--- src/rtl/i2c_host_consts.svh ---
`ifndef I2C_HOST_CONSTS_SVH
`define I2C_HOST_CONSTS_SVH

// wishbone register map of the i2c master core
`define I2C_REG_STATUS      3'd0
`define I2C_REG_ADDR        3'd2
`define I2C_REG_CMD         3'd3
`define I2C_REG_DATA        3'd4

// command register values
`define I2C_CMD_START_WRITE 8'h05 // start + write
`define I2C_CMD_START_READ  8'h03 // start + read
`define I2C_CMD_WRITE       8'h04
`define I2C_CMD_READ        8'h02
`define I2C_CMD_STOP        8'h10

// status register bits
`define I2C_ST_BUSY         0
`define I2C_ST_NACK         3 // missed ack from slave

// host control word layout
`define CW_START            0
`define CW_READ             1
`define CW_WRITE            2
`define CW_ADDR_LSB         4
`define CW_ADDR_MSB         10
`define CW_LEN_LSB          11
`define CW_LEN_MSB          14

`endif

--- src/rtl/i2c_host_pkg.sv ---
package i2c_host_pkg;

	// command captured from the host, held for a whole transaction
	typedef struct packed {
		logic [6:0]  addr; // 7-bit slave address
		logic [3:0]  len;  // byte count, 1 to 4
		logic [31:0] data; // write payload, low byte first
	} host_cmd_t;

	// one wishbone request towards the core
	typedef struct packed {
		logic [2:0] adr;
		logic [7:0] dat;
		logic       we;
		logic       stb; // one cycle per access
		logic       cyc;
	} wb_req_t;

	typedef enum logic [1:0] {
		OP_IDLE,
		OP_READ,
		OP_WRITE,
		OP_DONE
	} host_op_e;

	typedef enum logic [3:0] {
		RD_IDLE, RD_ADDR, RD_START, RD_WAIT_HI,
		RD_WAIT_LO, RD_STOP, RD_FETCH, RD_NACK_STOP
	} rd_state_e;

	typedef enum logic [3:0] {
		WR_IDLE, WR_ADDR, WR_FILL, WR_START,
		WR_WAIT_HI, WR_WAIT_LO, WR_STOP, WR_NACK_STOP
	} wr_state_e;

endpackage

--- src/rtl/i2c_read_seq.sv ---
`include "i2c_host_consts.svh"

module i2c_read_seq import i2c_host_pkg::*; (
	input  logic      clk,
	input  logic      nrst,
	input  logic      go_i,      // one-cycle launch
	input  host_cmd_t cmd_i,     // held by the controller while busy
	input  logic [7:0] wb_dat_i,
	input  logic      wb_ack_i,
	output wb_req_t   wb_o,
	output logic      fin_o,
	output logic      nack_o
);

	rd_state_e  state;
	wb_req_t    req;
	logic [3:0] sent_cnt;  // bytes the core has clocked in
	logic [3:0] fetch_cnt; // read fifo pops issued

	// register write access
	function automatic wb_req_t bus_wr(input logic [2:0] adr, input logic [7:0] dat);
		wb_req_t r;
		r.adr = adr;
		r.dat = dat;
		r.we  = 1'b1;
		r.stb = 1'b1;
		r.cyc = 1'b1;
		return r;
	endfunction

	// register read access, dat unused
	function automatic wb_req_t bus_rd(input logic [2:0] adr);
		wb_req_t r;
		r.adr = adr;
		r.dat = 8'h00;
		r.we  = 1'b0;
		r.stb = 1'b1;
		r.cyc = 1'b1;
		return r;
	endfunction

	wire st_busy = wb_dat_i[`I2C_ST_BUSY];
	wire st_nack = wb_dat_i[`I2C_ST_NACK];

	always_ff @(posedge clk) begin
		if (!nrst) begin
			state     <= RD_IDLE;
			req       <= '0;
			sent_cnt  <= 4'd0;
			fetch_cnt <= 4'd0;
			fin_o     <= 1'b0;
			nack_o    <= 1'b0;
		end else begin
			req.stb <= 1'b0; // strobe lasts one cycle, rest held until ack
			fin_o   <= 1'b0;
			case (state)
				RD_IDLE: if (go_i) begin
					req       <= bus_wr(`I2C_REG_ADDR, {1'b0, cmd_i.addr});
					sent_cnt  <= 4'd0;
					fetch_cnt <= 4'd0;
					state     <= RD_ADDR;
				end
				RD_ADDR: if (wb_ack_i) begin
					req   <= bus_wr(`I2C_REG_CMD, `I2C_CMD_START_READ);
					state <= RD_START;
				end
				RD_START: if (wb_ack_i) begin // command taken, start polling
					req   <= bus_rd(`I2C_REG_STATUS);
					state <= RD_WAIT_HI;
				end
				RD_WAIT_HI: if (wb_ack_i) begin
					if (st_busy) begin
						req      <= bus_rd(`I2C_REG_STATUS);
						sent_cnt <= sent_cnt + 4'd1; // byte in flight
						state    <= RD_WAIT_LO;
					end else if (st_nack) begin
						req   <= bus_wr(`I2C_REG_CMD, `I2C_CMD_STOP);
						state <= RD_NACK_STOP;
					end else
						req <= bus_rd(`I2C_REG_STATUS); // not busy yet
				end
				RD_WAIT_LO: if (wb_ack_i) begin
					if (st_busy)
						req <= bus_rd(`I2C_REG_STATUS);
					else if (st_nack) begin
						req   <= bus_wr(`I2C_REG_CMD, `I2C_CMD_STOP);
						state <= RD_NACK_STOP;
					end else if (sent_cnt == cmd_i.len) begin
						req   <= bus_wr(`I2C_REG_CMD, `I2C_CMD_STOP);
						state <= RD_STOP;
					end else begin
						// restart for the next byte
						req   <= bus_wr(`I2C_REG_CMD, `I2C_CMD_READ);
						state <= RD_START;
					end
				end
				RD_STOP: if (wb_ack_i) begin // drain the read fifo
					req       <= bus_rd(`I2C_REG_DATA);
					fetch_cnt <= 4'd1;
					state     <= RD_FETCH;
				end
				RD_FETCH: if (wb_ack_i) begin
					if (fetch_cnt == cmd_i.len) begin
						req    <= '0; // bytes are dropped, only popped
						fin_o  <= 1'b1;
						nack_o <= 1'b0;
						state  <= RD_IDLE;
					end else begin
						req       <= bus_rd(`I2C_REG_DATA);
						fetch_cnt <= fetch_cnt + 4'd1;
					end
				end
				RD_NACK_STOP: if (wb_ack_i) begin // stop acked, no fetch
					req    <= '0;
					fin_o  <= 1'b1;
					nack_o <= 1'b1;
					state  <= RD_IDLE;
				end
				default: state <= RD_IDLE;
			endcase
		end
	end

	assign wb_o = req;

endmodule

--- src/rtl/i2c_write_seq.sv ---
`include "i2c_host_consts.svh"

module i2c_write_seq import i2c_host_pkg::*; (
	input  logic      clk,
	input  logic      nrst,
	input  logic      go_i,
	input  host_cmd_t cmd_i,
	input  logic [7:0] wb_dat_i, // status on poll acks
	input  logic      wb_ack_i,
	output wb_req_t   wb_o,
	output logic      fin_o,
	output logic      nack_o
);

	wr_state_e   state;
	wb_req_t     req;
	logic [31:0] shreg;    // payload, next byte in [7:0]
	logic [3:0]  fill_cnt; // bytes pushed into write fifo
	logic [3:0]  sent_cnt; // bytes sent on the i2c bus

	function automatic wb_req_t bus_wr(input logic [2:0] adr, input logic [7:0] dat);
		wb_req_t r;
		r.adr = adr;
		r.dat = dat;
		r.we  = 1'b1;
		r.stb = 1'b1;
		r.cyc = 1'b1;
		return r;
	endfunction

	function automatic wb_req_t bus_rd(input logic [2:0] adr);
		wb_req_t r;
		r.adr = adr;
		r.dat = 8'h00;
		r.we  = 1'b0;
		r.stb = 1'b1;
		r.cyc = 1'b1;
		return r;
	endfunction

	wire st_busy = wb_dat_i[`I2C_ST_BUSY];
	wire st_nack = wb_dat_i[`I2C_ST_NACK];

	// payload shift register, loaded on go
	always_ff @(posedge clk) begin
		if (state == WR_IDLE && go_i)
			shreg <= cmd_i.data;
		else if ((state == WR_ADDR || state == WR_FILL) && wb_ack_i && fill_cnt != cmd_i.len)
			shreg <= {8'h00, shreg[31:8]}; // byte leaves with this push
	end

	always_ff @(posedge clk) begin
		if (!nrst) begin
			state    <= WR_IDLE;
			req      <= '0;
			fill_cnt <= 4'd0;
			sent_cnt <= 4'd0;
			fin_o    <= 1'b0;
			nack_o   <= 1'b0;
		end else begin
			req.stb <= 1'b0;
			fin_o   <= 1'b0;
			case (state)
				WR_IDLE: if (go_i) begin
					req      <= bus_wr(`I2C_REG_ADDR, {1'b0, cmd_i.addr}); // top bit zero
					fill_cnt <= 4'd0;
					sent_cnt <= 4'd0;
					state    <= WR_ADDR;
				end
				// address acked, then one push per byte
				WR_ADDR, WR_FILL: if (wb_ack_i) begin
					if (fill_cnt == cmd_i.len) begin
						req   <= bus_wr(`I2C_REG_CMD, `I2C_CMD_START_WRITE);
						state <= WR_START;
					end else begin
						req      <= bus_wr(`I2C_REG_DATA, shreg[7:0]);
						fill_cnt <= fill_cnt + 4'd1;
						state    <= WR_FILL;
					end
				end
				WR_START: if (wb_ack_i) begin
					req   <= bus_rd(`I2C_REG_STATUS);
					state <= WR_WAIT_HI;
				end
				WR_WAIT_HI: if (wb_ack_i) begin
					if (st_busy) begin
						req      <= bus_rd(`I2C_REG_STATUS);
						sent_cnt <= sent_cnt + 4'd1;
						state    <= WR_WAIT_LO;
					end else if (st_nack) begin
						req   <= bus_wr(`I2C_REG_CMD, `I2C_CMD_STOP);
						state <= WR_NACK_STOP;
					end else
						req <= bus_rd(`I2C_REG_STATUS);
				end
				WR_WAIT_LO: if (wb_ack_i) begin
					if (st_busy)
						req <= bus_rd(`I2C_REG_STATUS); // still shifting out
					else if (st_nack) begin
						req   <= bus_wr(`I2C_REG_CMD, `I2C_CMD_STOP);
						state <= WR_NACK_STOP;
					end else if (sent_cnt == cmd_i.len) begin
						req   <= bus_wr(`I2C_REG_CMD, `I2C_CMD_STOP);
						state <= WR_STOP;
					end else begin
						req   <= bus_wr(`I2C_REG_CMD, `I2C_CMD_WRITE); // next byte from fifo
						state <= WR_START;
					end
				end
				WR_STOP, WR_NACK_STOP: if (wb_ack_i) begin
					req    <= '0;
					fin_o  <= 1'b1;
					nack_o <= (state == WR_NACK_STOP);
					state  <= WR_IDLE;
				end
				default: state <= WR_IDLE;
			endcase
		end
	end

	assign wb_o = req;

endmodule

--- src/rtl/i2c_host_ctrl.sv ---
`include "i2c_host_consts.svh"

module i2c_host_ctrl import i2c_host_pkg::*; (
	input  logic        clk,
	input  logic        nrst,
	input  logic [31:0] control_word_i,
	input  logic [31:0] data_word_i,
	input  wb_req_t     rd_req_i,
	input  wb_req_t     wr_req_i,
	input  logic        rd_fin_i,
	input  logic        wr_fin_i,
	input  logic        rd_nack_i,
	input  logic        wr_nack_i,
	output logic        rd_go_o,
	output logic        wr_go_o,
	output host_cmd_t   cmd_o,
	output wb_req_t     wb_o,
	output logic        done_o,
	output logic        busy_o,
	output logic        nack_o
);

	host_op_e op;

	// control word fields
	wire cw_start = control_word_i[`CW_START];
	wire cw_read  = control_word_i[`CW_READ];
	wire cw_write = control_word_i[`CW_WRITE];

	always_ff @(posedge clk) begin
		if (!nrst) begin
			op      <= OP_IDLE;
			rd_go_o <= 1'b0;
			wr_go_o <= 1'b0;
			nack_o  <= 1'b0;
		end else begin
			rd_go_o <= 1'b0;
			wr_go_o <= 1'b0;
			case (op)
				OP_IDLE: if (cw_start && (cw_read || cw_write)) begin
					nack_o <= 1'b0; // cleared by each accepted command
					if (cw_read) begin // read wins over write
						op      <= OP_READ;
						rd_go_o <= 1'b1;
					end else begin
						op      <= OP_WRITE;
						wr_go_o <= 1'b1;
					end
				end
				OP_READ: if (rd_fin_i) begin
					op     <= OP_DONE;
					nack_o <= rd_nack_i;
				end
				OP_WRITE: if (wr_fin_i) begin
					op     <= OP_DONE;
					nack_o <= wr_nack_i;
				end
				default: op <= OP_IDLE; // done lasts one cycle
			endcase
		end
	end

	// payload only, held through the transaction
	always_ff @(posedge clk)
		if (op == OP_IDLE)
			cmd_o <= {control_word_i[`CW_ADDR_MSB:`CW_ADDR_LSB],
				control_word_i[`CW_LEN_MSB:`CW_LEN_LSB], data_word_i};

	always_comb begin
		case (op)
			OP_READ:  wb_o = rd_req_i;
			OP_WRITE: wb_o = wr_req_i;
			default:  wb_o = '0;
		endcase
	end

	assign busy_o = (op == OP_READ) || (op == OP_WRITE);
	assign done_o = (op == OP_DONE);

endmodule

--- src/rtl/i2c_main_controller.sv ---
module i2c_main_controller import i2c_host_pkg::*; (
	input  logic        clk,
	input  logic        nrst,
	input  logic [31:0] control_word_i,
	input  logic [31:0] data_word_i,
	input  logic [7:0]  wb_dat_i,
	input  logic        wb_ack_i,
	output wb_req_t     wb_o,
	output logic        done_o,
	output logic        busy_o,
	output logic        nack_o
);

	host_cmd_t cmd;     // latched command, shared by both sequencers
	wb_req_t   rd_req;
	wb_req_t   wr_req;
	logic      rd_go, wr_go;
	logic      rd_fin, wr_fin;
	logic      rd_nack, wr_nack;

	i2c_host_ctrl i_ctrl (
		.clk            (clk),
		.nrst           (nrst),
		.control_word_i (control_word_i),
		.data_word_i    (data_word_i),
		.rd_req_i       (rd_req),
		.wr_req_i       (wr_req),
		.rd_fin_i       (rd_fin),
		.wr_fin_i       (wr_fin),
		.rd_nack_i      (rd_nack),
		.wr_nack_i      (wr_nack),
		.rd_go_o        (rd_go),
		.wr_go_o        (wr_go),
		.cmd_o          (cmd),
		.wb_o           (wb_o),
		.done_o         (done_o),
		.busy_o         (busy_o),
		.nack_o         (nack_o)
	);

	// core read data and ack go to both sides
	i2c_read_seq i_rd_seq (
		.clk      (clk),
		.nrst     (nrst),
		.go_i     (rd_go),
		.cmd_i    (cmd),
		.wb_dat_i (wb_dat_i),
		.wb_ack_i (wb_ack_i),
		.wb_o     (rd_req),
		.fin_o    (rd_fin),
		.nack_o   (rd_nack)
	);

	i2c_write_seq i_wr_seq (
		.clk      (clk),
		.nrst     (nrst),
		.go_i     (wr_go),
		.cmd_i    (cmd),
		.wb_dat_i (wb_dat_i),
		.wb_ack_i (wb_ack_i),
		.wb_o     (wr_req),
		.fin_o    (wr_fin),
		.nack_o   (wr_nack)
	);

endmodule

--- config.mk ---
export PLATFORM = sky130hd
export DESIGN_NAME = i2c_main_controller
export DESIGN_NICKNAME = d
export VERILOG_FILES = /design/src/rtl/i2c_host_pkg.sv /design/src/rtl/i2c_read_seq.sv /design/src/rtl/i2c_write_seq.sv /design/src/rtl/i2c_host_ctrl.sv /design/src/rtl/i2c_main_controller.sv
export VERILOG_INCLUDE_DIRS = /design/src /design/src/rtl
export SDC_FILE = /design/constraint.sdc
export NUM_CORES = 1
export LEC_CHECK = 0
export BUFFER_PORTS_ARGS = -buffer_cell sky130_fd_sc_hd__buf_4
export CAP_MARGIN = 20
export CORE_UTILIZATION = 61
export CTS_BUF_LIST = sky130_fd_sc_hd__clkbuf_4 sky130_fd_sc_hd__clkbuf_8 sky130_fd_sc_hd__clkbuf_16
export CTS_CLUSTER_DIAMETER = 80
export DETAILED_ROUTE_END_ITERATION = 10
export GPL_TIMING_DRIVEN = 1
export PLACE_DENSITY = 0.85
export RECOVER_POWER = 50
export SLEW_MARGIN = 20
export SYNTH_ARGS = -nofsm -noshare
export SYNTH_HDL_FRONTEND = slang
export SYNTH_SLANG_ARGS = --single-unit
--- constraint.sdc ---
create_clock -name clk -period 6.7 [get_ports clk]
set_input_delay 0.335 -clock clk [delete_from_list [all_inputs] [get_ports clk]]
set_output_delay 0.335 -clock clk [all_outputs]
set_load 0.02 [all_outputs]
Word-level counts from Yosys, hierarchy flattened
Cells that the tools add are included.
{ "classes": {"n_addsub": 4, "n_reduce_logical": 35, "n_mux": 86, "n_eq_ne": 48} }
{ "ops": {"columns": ["operator", "count"], "rows": [
  ["$mux W14", 18],
  ["$mux W4", 32],
  ["$pmux W14 S8", 1],
  ["$pmux W14 S6", 1],
  ["$mux W32", 2],
  ["$ne A2 B2 Y1 const B", 20],
  ["$eq A4 B3 Y1 const B", 8],
  ["$pmux W4 S8", 1],
  ["$pmux W14 S2", 1],
  ["$pmux W4 S2", 3],
  ["$pmux W4 S6", 1],
  ["$reduce_and A4 Y1", 5],
  ["$add A4 B1 Y4 const B", 4],
  ["$eq A4 B2 Y1 const B", 4],
  ["$eq A4 B4 Y1", 4],
  ["$mux W8", 2],
  ["$mux W13", 1],
  ["$mux W1", 12],
  ["$pmux W4 S3", 1],
  ["$reduce_and A11 Y1", 1],
  ["$reduce_bool A2 Y1", 5],
  ["$reduce_and A9 Y1", 1],
  ["$eq A4 B1 Y1 const B", 2],
  ["$logic_not A4 Y1", 2],
  ["22 further kinds", 41]
]} }
{ "word_totals": {"ff_bits": 136, "out_inout_bits": 17, "inputBits": 75, "word_cells": 201} }

Depth between registers and ports, before layout
{ "depth": {"depth_word": 6, "depth_mapped": 7} }

Hierarchy
From an unflattened synthesis, not the netlist that was laid out.
{ "unflattened": {"cells_unflattened": 556, "hier_area_um2": 5938.2} }
{ "by_module_without_submodules": {"columns": ["module", "cells_each", "seq_area_each_um2", "area_per_inst_um2", "instances"], "rows": [
  ["i2c_write_seq", 283, 1501.4, 2692.6, 1],
  ["i2c_host_ctrl", 108, 1391.3, 1840.5, 1],
  ["i2c_read_seq", 165, 500.5, 1405.1, 1]
]} }

Worst setup path before layout
No wires, ideal clock.
{ "synth_timing": {"path_type": "in2reg", "start": "input wb_ack_i", "end": "register i_wr_seq.fill_cnt[2]", "setup_slack_ns": 4.314, "required_time_ns": 6.583, "path_stages": 6, "setup_ns": 0.117, "arrival_time_ns": 2.269, "n_path_buf": 1, "path_cell_list": "clkbuf_1 nand2b_1 nand2b_1 o21ai_2 a21oi_1 a31o_2"} }
{ "synth_via": {"elab_chain_len": 2} }
{ "synth_lines": {"columns": ["item", "line_no", "source"], "rows": [
  ["from (decl)", "i2c_main_controller.sv:7", "input logic wb_ack_i,"],
  ["$ne A2 B2 Y1 (no line)", null, null],
  ["$reduce_and A4 Y1 (no line)", null, null],
  ["to (signal assigned)", "i2c_write_seq.sv:77", "fill_cnt <= fill_cnt + 4'd1;"],
  ["to (decl)", "i2c_write_seq.sv:18", "logic [3:0] fill_cnt;"]
]} }
Every way passes these cells.
A chain may end at the register's enable or synchronous reset.

Worst setup path after layout
{ "layout_timing": {"start": "register i_ctrl.op[0]", "end": "register i_ctrl.op[1]"} }
{ "layout_via": {"elab_chain_len": 3} }
{ "layout_lines": {"columns": ["item", "line_no", "source"], "rows": [
  ["from (decl)", "i2c_host_ctrl.sv:23", "host_op_e op;"],
  ["from (signal assigned)", "i2c_host_ctrl.sv:32", "op <= OP_IDLE;"],
  ["from (signal assigned)", "i2c_host_ctrl.sv:43", "op <= OP_READ;"],
  ["from (signal assigned)", "i2c_host_ctrl.sv:46", "op <= OP_WRITE;"],
  ["$eq A2 B1 Y1, or another cell as far along", "i2c_host_ctrl.sv:39", "case (op)"],
  ["$ne A2 B1 Y1 (no line)", null, null],
  ["$reduce_and A3 Y1 (no line)", null, null]
]} }
Several ways; a longest one is shown, not always the timed one.

==> impl_metrics.yaml <==
sta:
  maxSlewHeadroom_pct: -71.0
  setup_viol: 0
  layout_min_cycle_time_ps: 3360
  fin_crit_sh_pct: 50.1
  rsz0062_at_grt: "no"
  fmax_mhz: 298
  worstMarginPinSlew_ps: 2560
  fin_ws_ps: 3340
  hold_viol_final: 0
  fin_skew_ps: 9.33
  drv_slew: 88
  tns_ps: 0
clocking:
  cts_root_buf: "clkbuf_8"
  cts_tree: "yes"
  clkTransAtPathRegs_ps: 60
  cts.path.max_buffers: 2
  post_cts_buffers: 0
  clk_latency_ps: 520
  numCtsBuffers: 17
  cts-htree-levels: 4
  ctsResizeCount: 0
  cts_sinks: 132
critical_path:
  cp_max_fo: 47
  start_kind: "flip-flop"
  crit_required_ps: 7150
  r2r_setup_slack_ps: 3340
  end_kind: "flip-flop"
  r2r_start: "i_ctrl.op[0]"
  worstRegToRegCells: 7
  arrival_ps: 3800
  r2r_end: "i_ctrl.op[1]"
  critPathKind: "reg -> reg"
power_and_ir_drop:
  power.density_nw_per_um2: 337
  switching_power_mw: 0.730
  p_int_mw: 1.74
  power_leakage_nw: 2.90
  vdd_drop_max_mv: 0.243
  clkPwrFrac_pct: 37.8
  p_sw_share_pct: 29.6
  comb_power_share_pct: 16.4
  p_seq_share_pct: 45.8
finish:
  mostFrequentLayoutCell: "nand2_1"
  ff_latch_area_um2: 3390
  final_area_um2: 7310
  multi_input_area_um2: 2170
  area_growth_pct: 27.3
  layout_common_cells: "nand2_1 (96), edfxtp_1 (75), dfxtp_1 (57)"
  nNetsFinal: 725
  nFillCells: 523
  n_antenna_cell: 0
  drive_above_1_share_pct: 17.4
placed_design:
  hpwl_um: 7680
  dp_slack_ps: 4080
  io_buffers: 67
  placed_area_um2: 6260
  gp_congestion: 0.864
yosys:
  synth_edf_count: 75
  ys.flop_type: "edfxtp_1"
  ys_seq_area_share_pct: 59.1
  syn_inst: 540
  postSynth.asyncResetShare_pct: 0
  ys_warn_count: 0
  synth-seq-cells: 132
  syn_avg_cell_area_um2: 10.6
  syn_nets: 623
  syn_area_um2: 5740
  synth_cell_types: 60
global_routing:
  globalRouteOverflowTotal: 0
  grt_pass1_vias: 4421
  antenna_found_initial: 0
  grt_max_degree: 48
  grt_pass1_wl_um: 21200
  grt.total_usage_pct: 28.4
worst_hold_path:
  min-delay-start: "control_word_i[2]"
  min_to: "i_ctrl.wr_go_o"
  hp-class: "in -> reg"
  whs_path_depth: 2
outcome:
  violations: "max-capacitance violations, max-slew violations"
  status: "finished with violations"
route:
  ant_nets: 0
  routedWlPerCell_um: 17.4
  drc: 0
  wl_um: 13300
  drt_iter0_drc: 461
  first_pass_iters: 5
  viasPerCell: 5.95
  dr_total_vias: 4557
die:
  die_h_um: 99.0
  ios: 92
  initial_core_util_pct: 62.4
  dieArea_um2: 9810
  die_w_um: 99.0
  core_um2: 9200
  row_count: 35
job:
  cap_violations: 2
-- power groups by stage --
stage	sequential (mW)	clock, mW	combinational (mW)
global placement	1.12	0	0.365
floorplan	1.09	0	0.296
finish	1.13	0.933	0.405
global route	1.14	0.973	0.446
CTS	1.11	0.938	0.403
detailed placement	1.13	0	0.378
-- what timing repair did --
action                                  in CTS  in global routing
hold buffers                                44                  0
endpoints found under the setup margin       0                  0
endpoints found under the hold margin       44                  0
-- worst max-delay path, cell delays in order, from the launching register on --
cell and delay, ps:
dfxtp_1 340, inv_1 100, ha_1 140, clkbuf_1 1810, mux2i_1 340, nor3b_1 270, o21ai_0 130, a21oi_1 150
-- synthesized netlist by cell type, types with 2 or more instances --
cell	count	share of area [%]
a21oi_1	31	2.7
buf_2	5	0.44
and2_1	11	1.2
o211a_1	2	0.35
inv_1	9	0.59
nor2b_1	4	0.44
a31o_2	3	0.46
o21ai_2	2	0.31
clkbuf_1	18	1.2
a21o_1	3	0.39
dfxtp_1	57	20
nand3b_1	3	0.39
mux2i_1	8	1.4
o22ai_1	2	0.22
o21ai_0	21	1.8
o211ai_1	2	0.26
edfxtp_1	75	39
or3b_2	3	0.46
nand3_1	8	0.70
nand2_1	96	6.3
xor2_1	13	2.0
and3_1	3	0.33
or3_1	2	0.22
ha_1	8	1.7
nor2_1	55	3.6
nand4_1	8	0.87
a31oi_1	7	0.76
buf_6	4	0.78
xnor2_1	9	1.4
a222oi_1	6	1.0
nor3b_1	5	0.65
a22oi_1	19	2.5
buf_1	3	0.20
nand2b_1	9	0.98
-- registers in the layout (all words and copies together) (netlist names) --
| name | cells |
|---|---|
| i_ctrl.cmd_o | 43 |
| i_wr_seq.shreg | 32 |
| i_wr_seq.wb_o | 14 |
| i_rd_seq.wb_o | 12 |
| i_rd_seq.fetch_cnt | 4 |
| i_rd_seq.sent_cnt | 4 |
| i_wr_seq.fill_cnt | 4 |
| i_wr_seq.sent_cnt | 4 |
| i_rd_seq.state | 3 |
| i_wr_seq.state | 3 |
| i_ctrl.op | 2 |
| i_ctrl.nack_o | 1 |
| i_ctrl.rd_go_o | 1 |
| i_ctrl.wr_go_o | 1 |
| i_rd_seq.fin_o | 1 |
| i_rd_seq.nack_o | 1 |
| i_wr_seq.fin_o | 1 |
| i_wr_seq.nack_o | 1 |
-- area by class of cell --
class                      count  share of cell area, %
inverter                      10                  0.514
clock buffer                  17                   5.67
multi-input combinational    367                   29.7
timing repair buffer         114                   13.3
tap                          111                   1.90
clock inverter                15                   2.53
sequential                   132                   46.4
-- logic make-up (layout without fill, tap and decap cells) --
| family | count (synthesis) | count (layout) | share of synthesized area [%] |
|---|---|---|---|
| muxes | 9 | 9 | 1.59 |
| buffers and inverters | 41 | 156 | 3.33 |
| adders and majority gates | 8 | 8 | 1.74 |
| and+or+nand+nor | 215 | 215 | 17.7 |
| xor gates and xnor gates | 22 | 22 | 3.36 |
| DFF | 132 | 132 | 59.1 |
| AOI/OAI and AO/OA | 113 | 113 | 13.2 |
-- through the flow --
step	hold slack, ps	instances	power, mW	utilization [%]
6_report	101	766	2.47	79.5
5_1_grt	86.9	766	2.56	79.5
4_1_cts	86.7	765	2.45	79.4
3_5_place_dp	473	689	1.50	68.1
3_3_place_gp	446	689	1.49	68.1
2_1_floorplan	411	540	1.39	-
-- metal layers --
layer  track usage, %  share of wire, %  vias up
met2             47.9                51      226
met1             34.7                41     2165
li1                 -                 -     2136
met3             7.66               6.8       30
met4             11.3               2.1        0
met5                0                 0        -
-- how the worst max path moves through the flow --
stage,to,depth (start not counted),start
floorplan,i_wr_seq.fill_cnt[2],6,wb_ack_i
global placement,i_wr_seq.fill_cnt[2],5,i_wr_seq.state[0]
detailed placement,i_wr_seq.fill_cnt[3],5,i_wr_seq.state[0]
CTS,i_wr_seq.fill_cnt[3],5,i_wr_seq.state[0]
global route,i_ctrl.op[0],7,i_ctrl.op[0]
finish,i_ctrl.op[1],7,i_ctrl.op[0]
(Power assumes the default switching activity.)
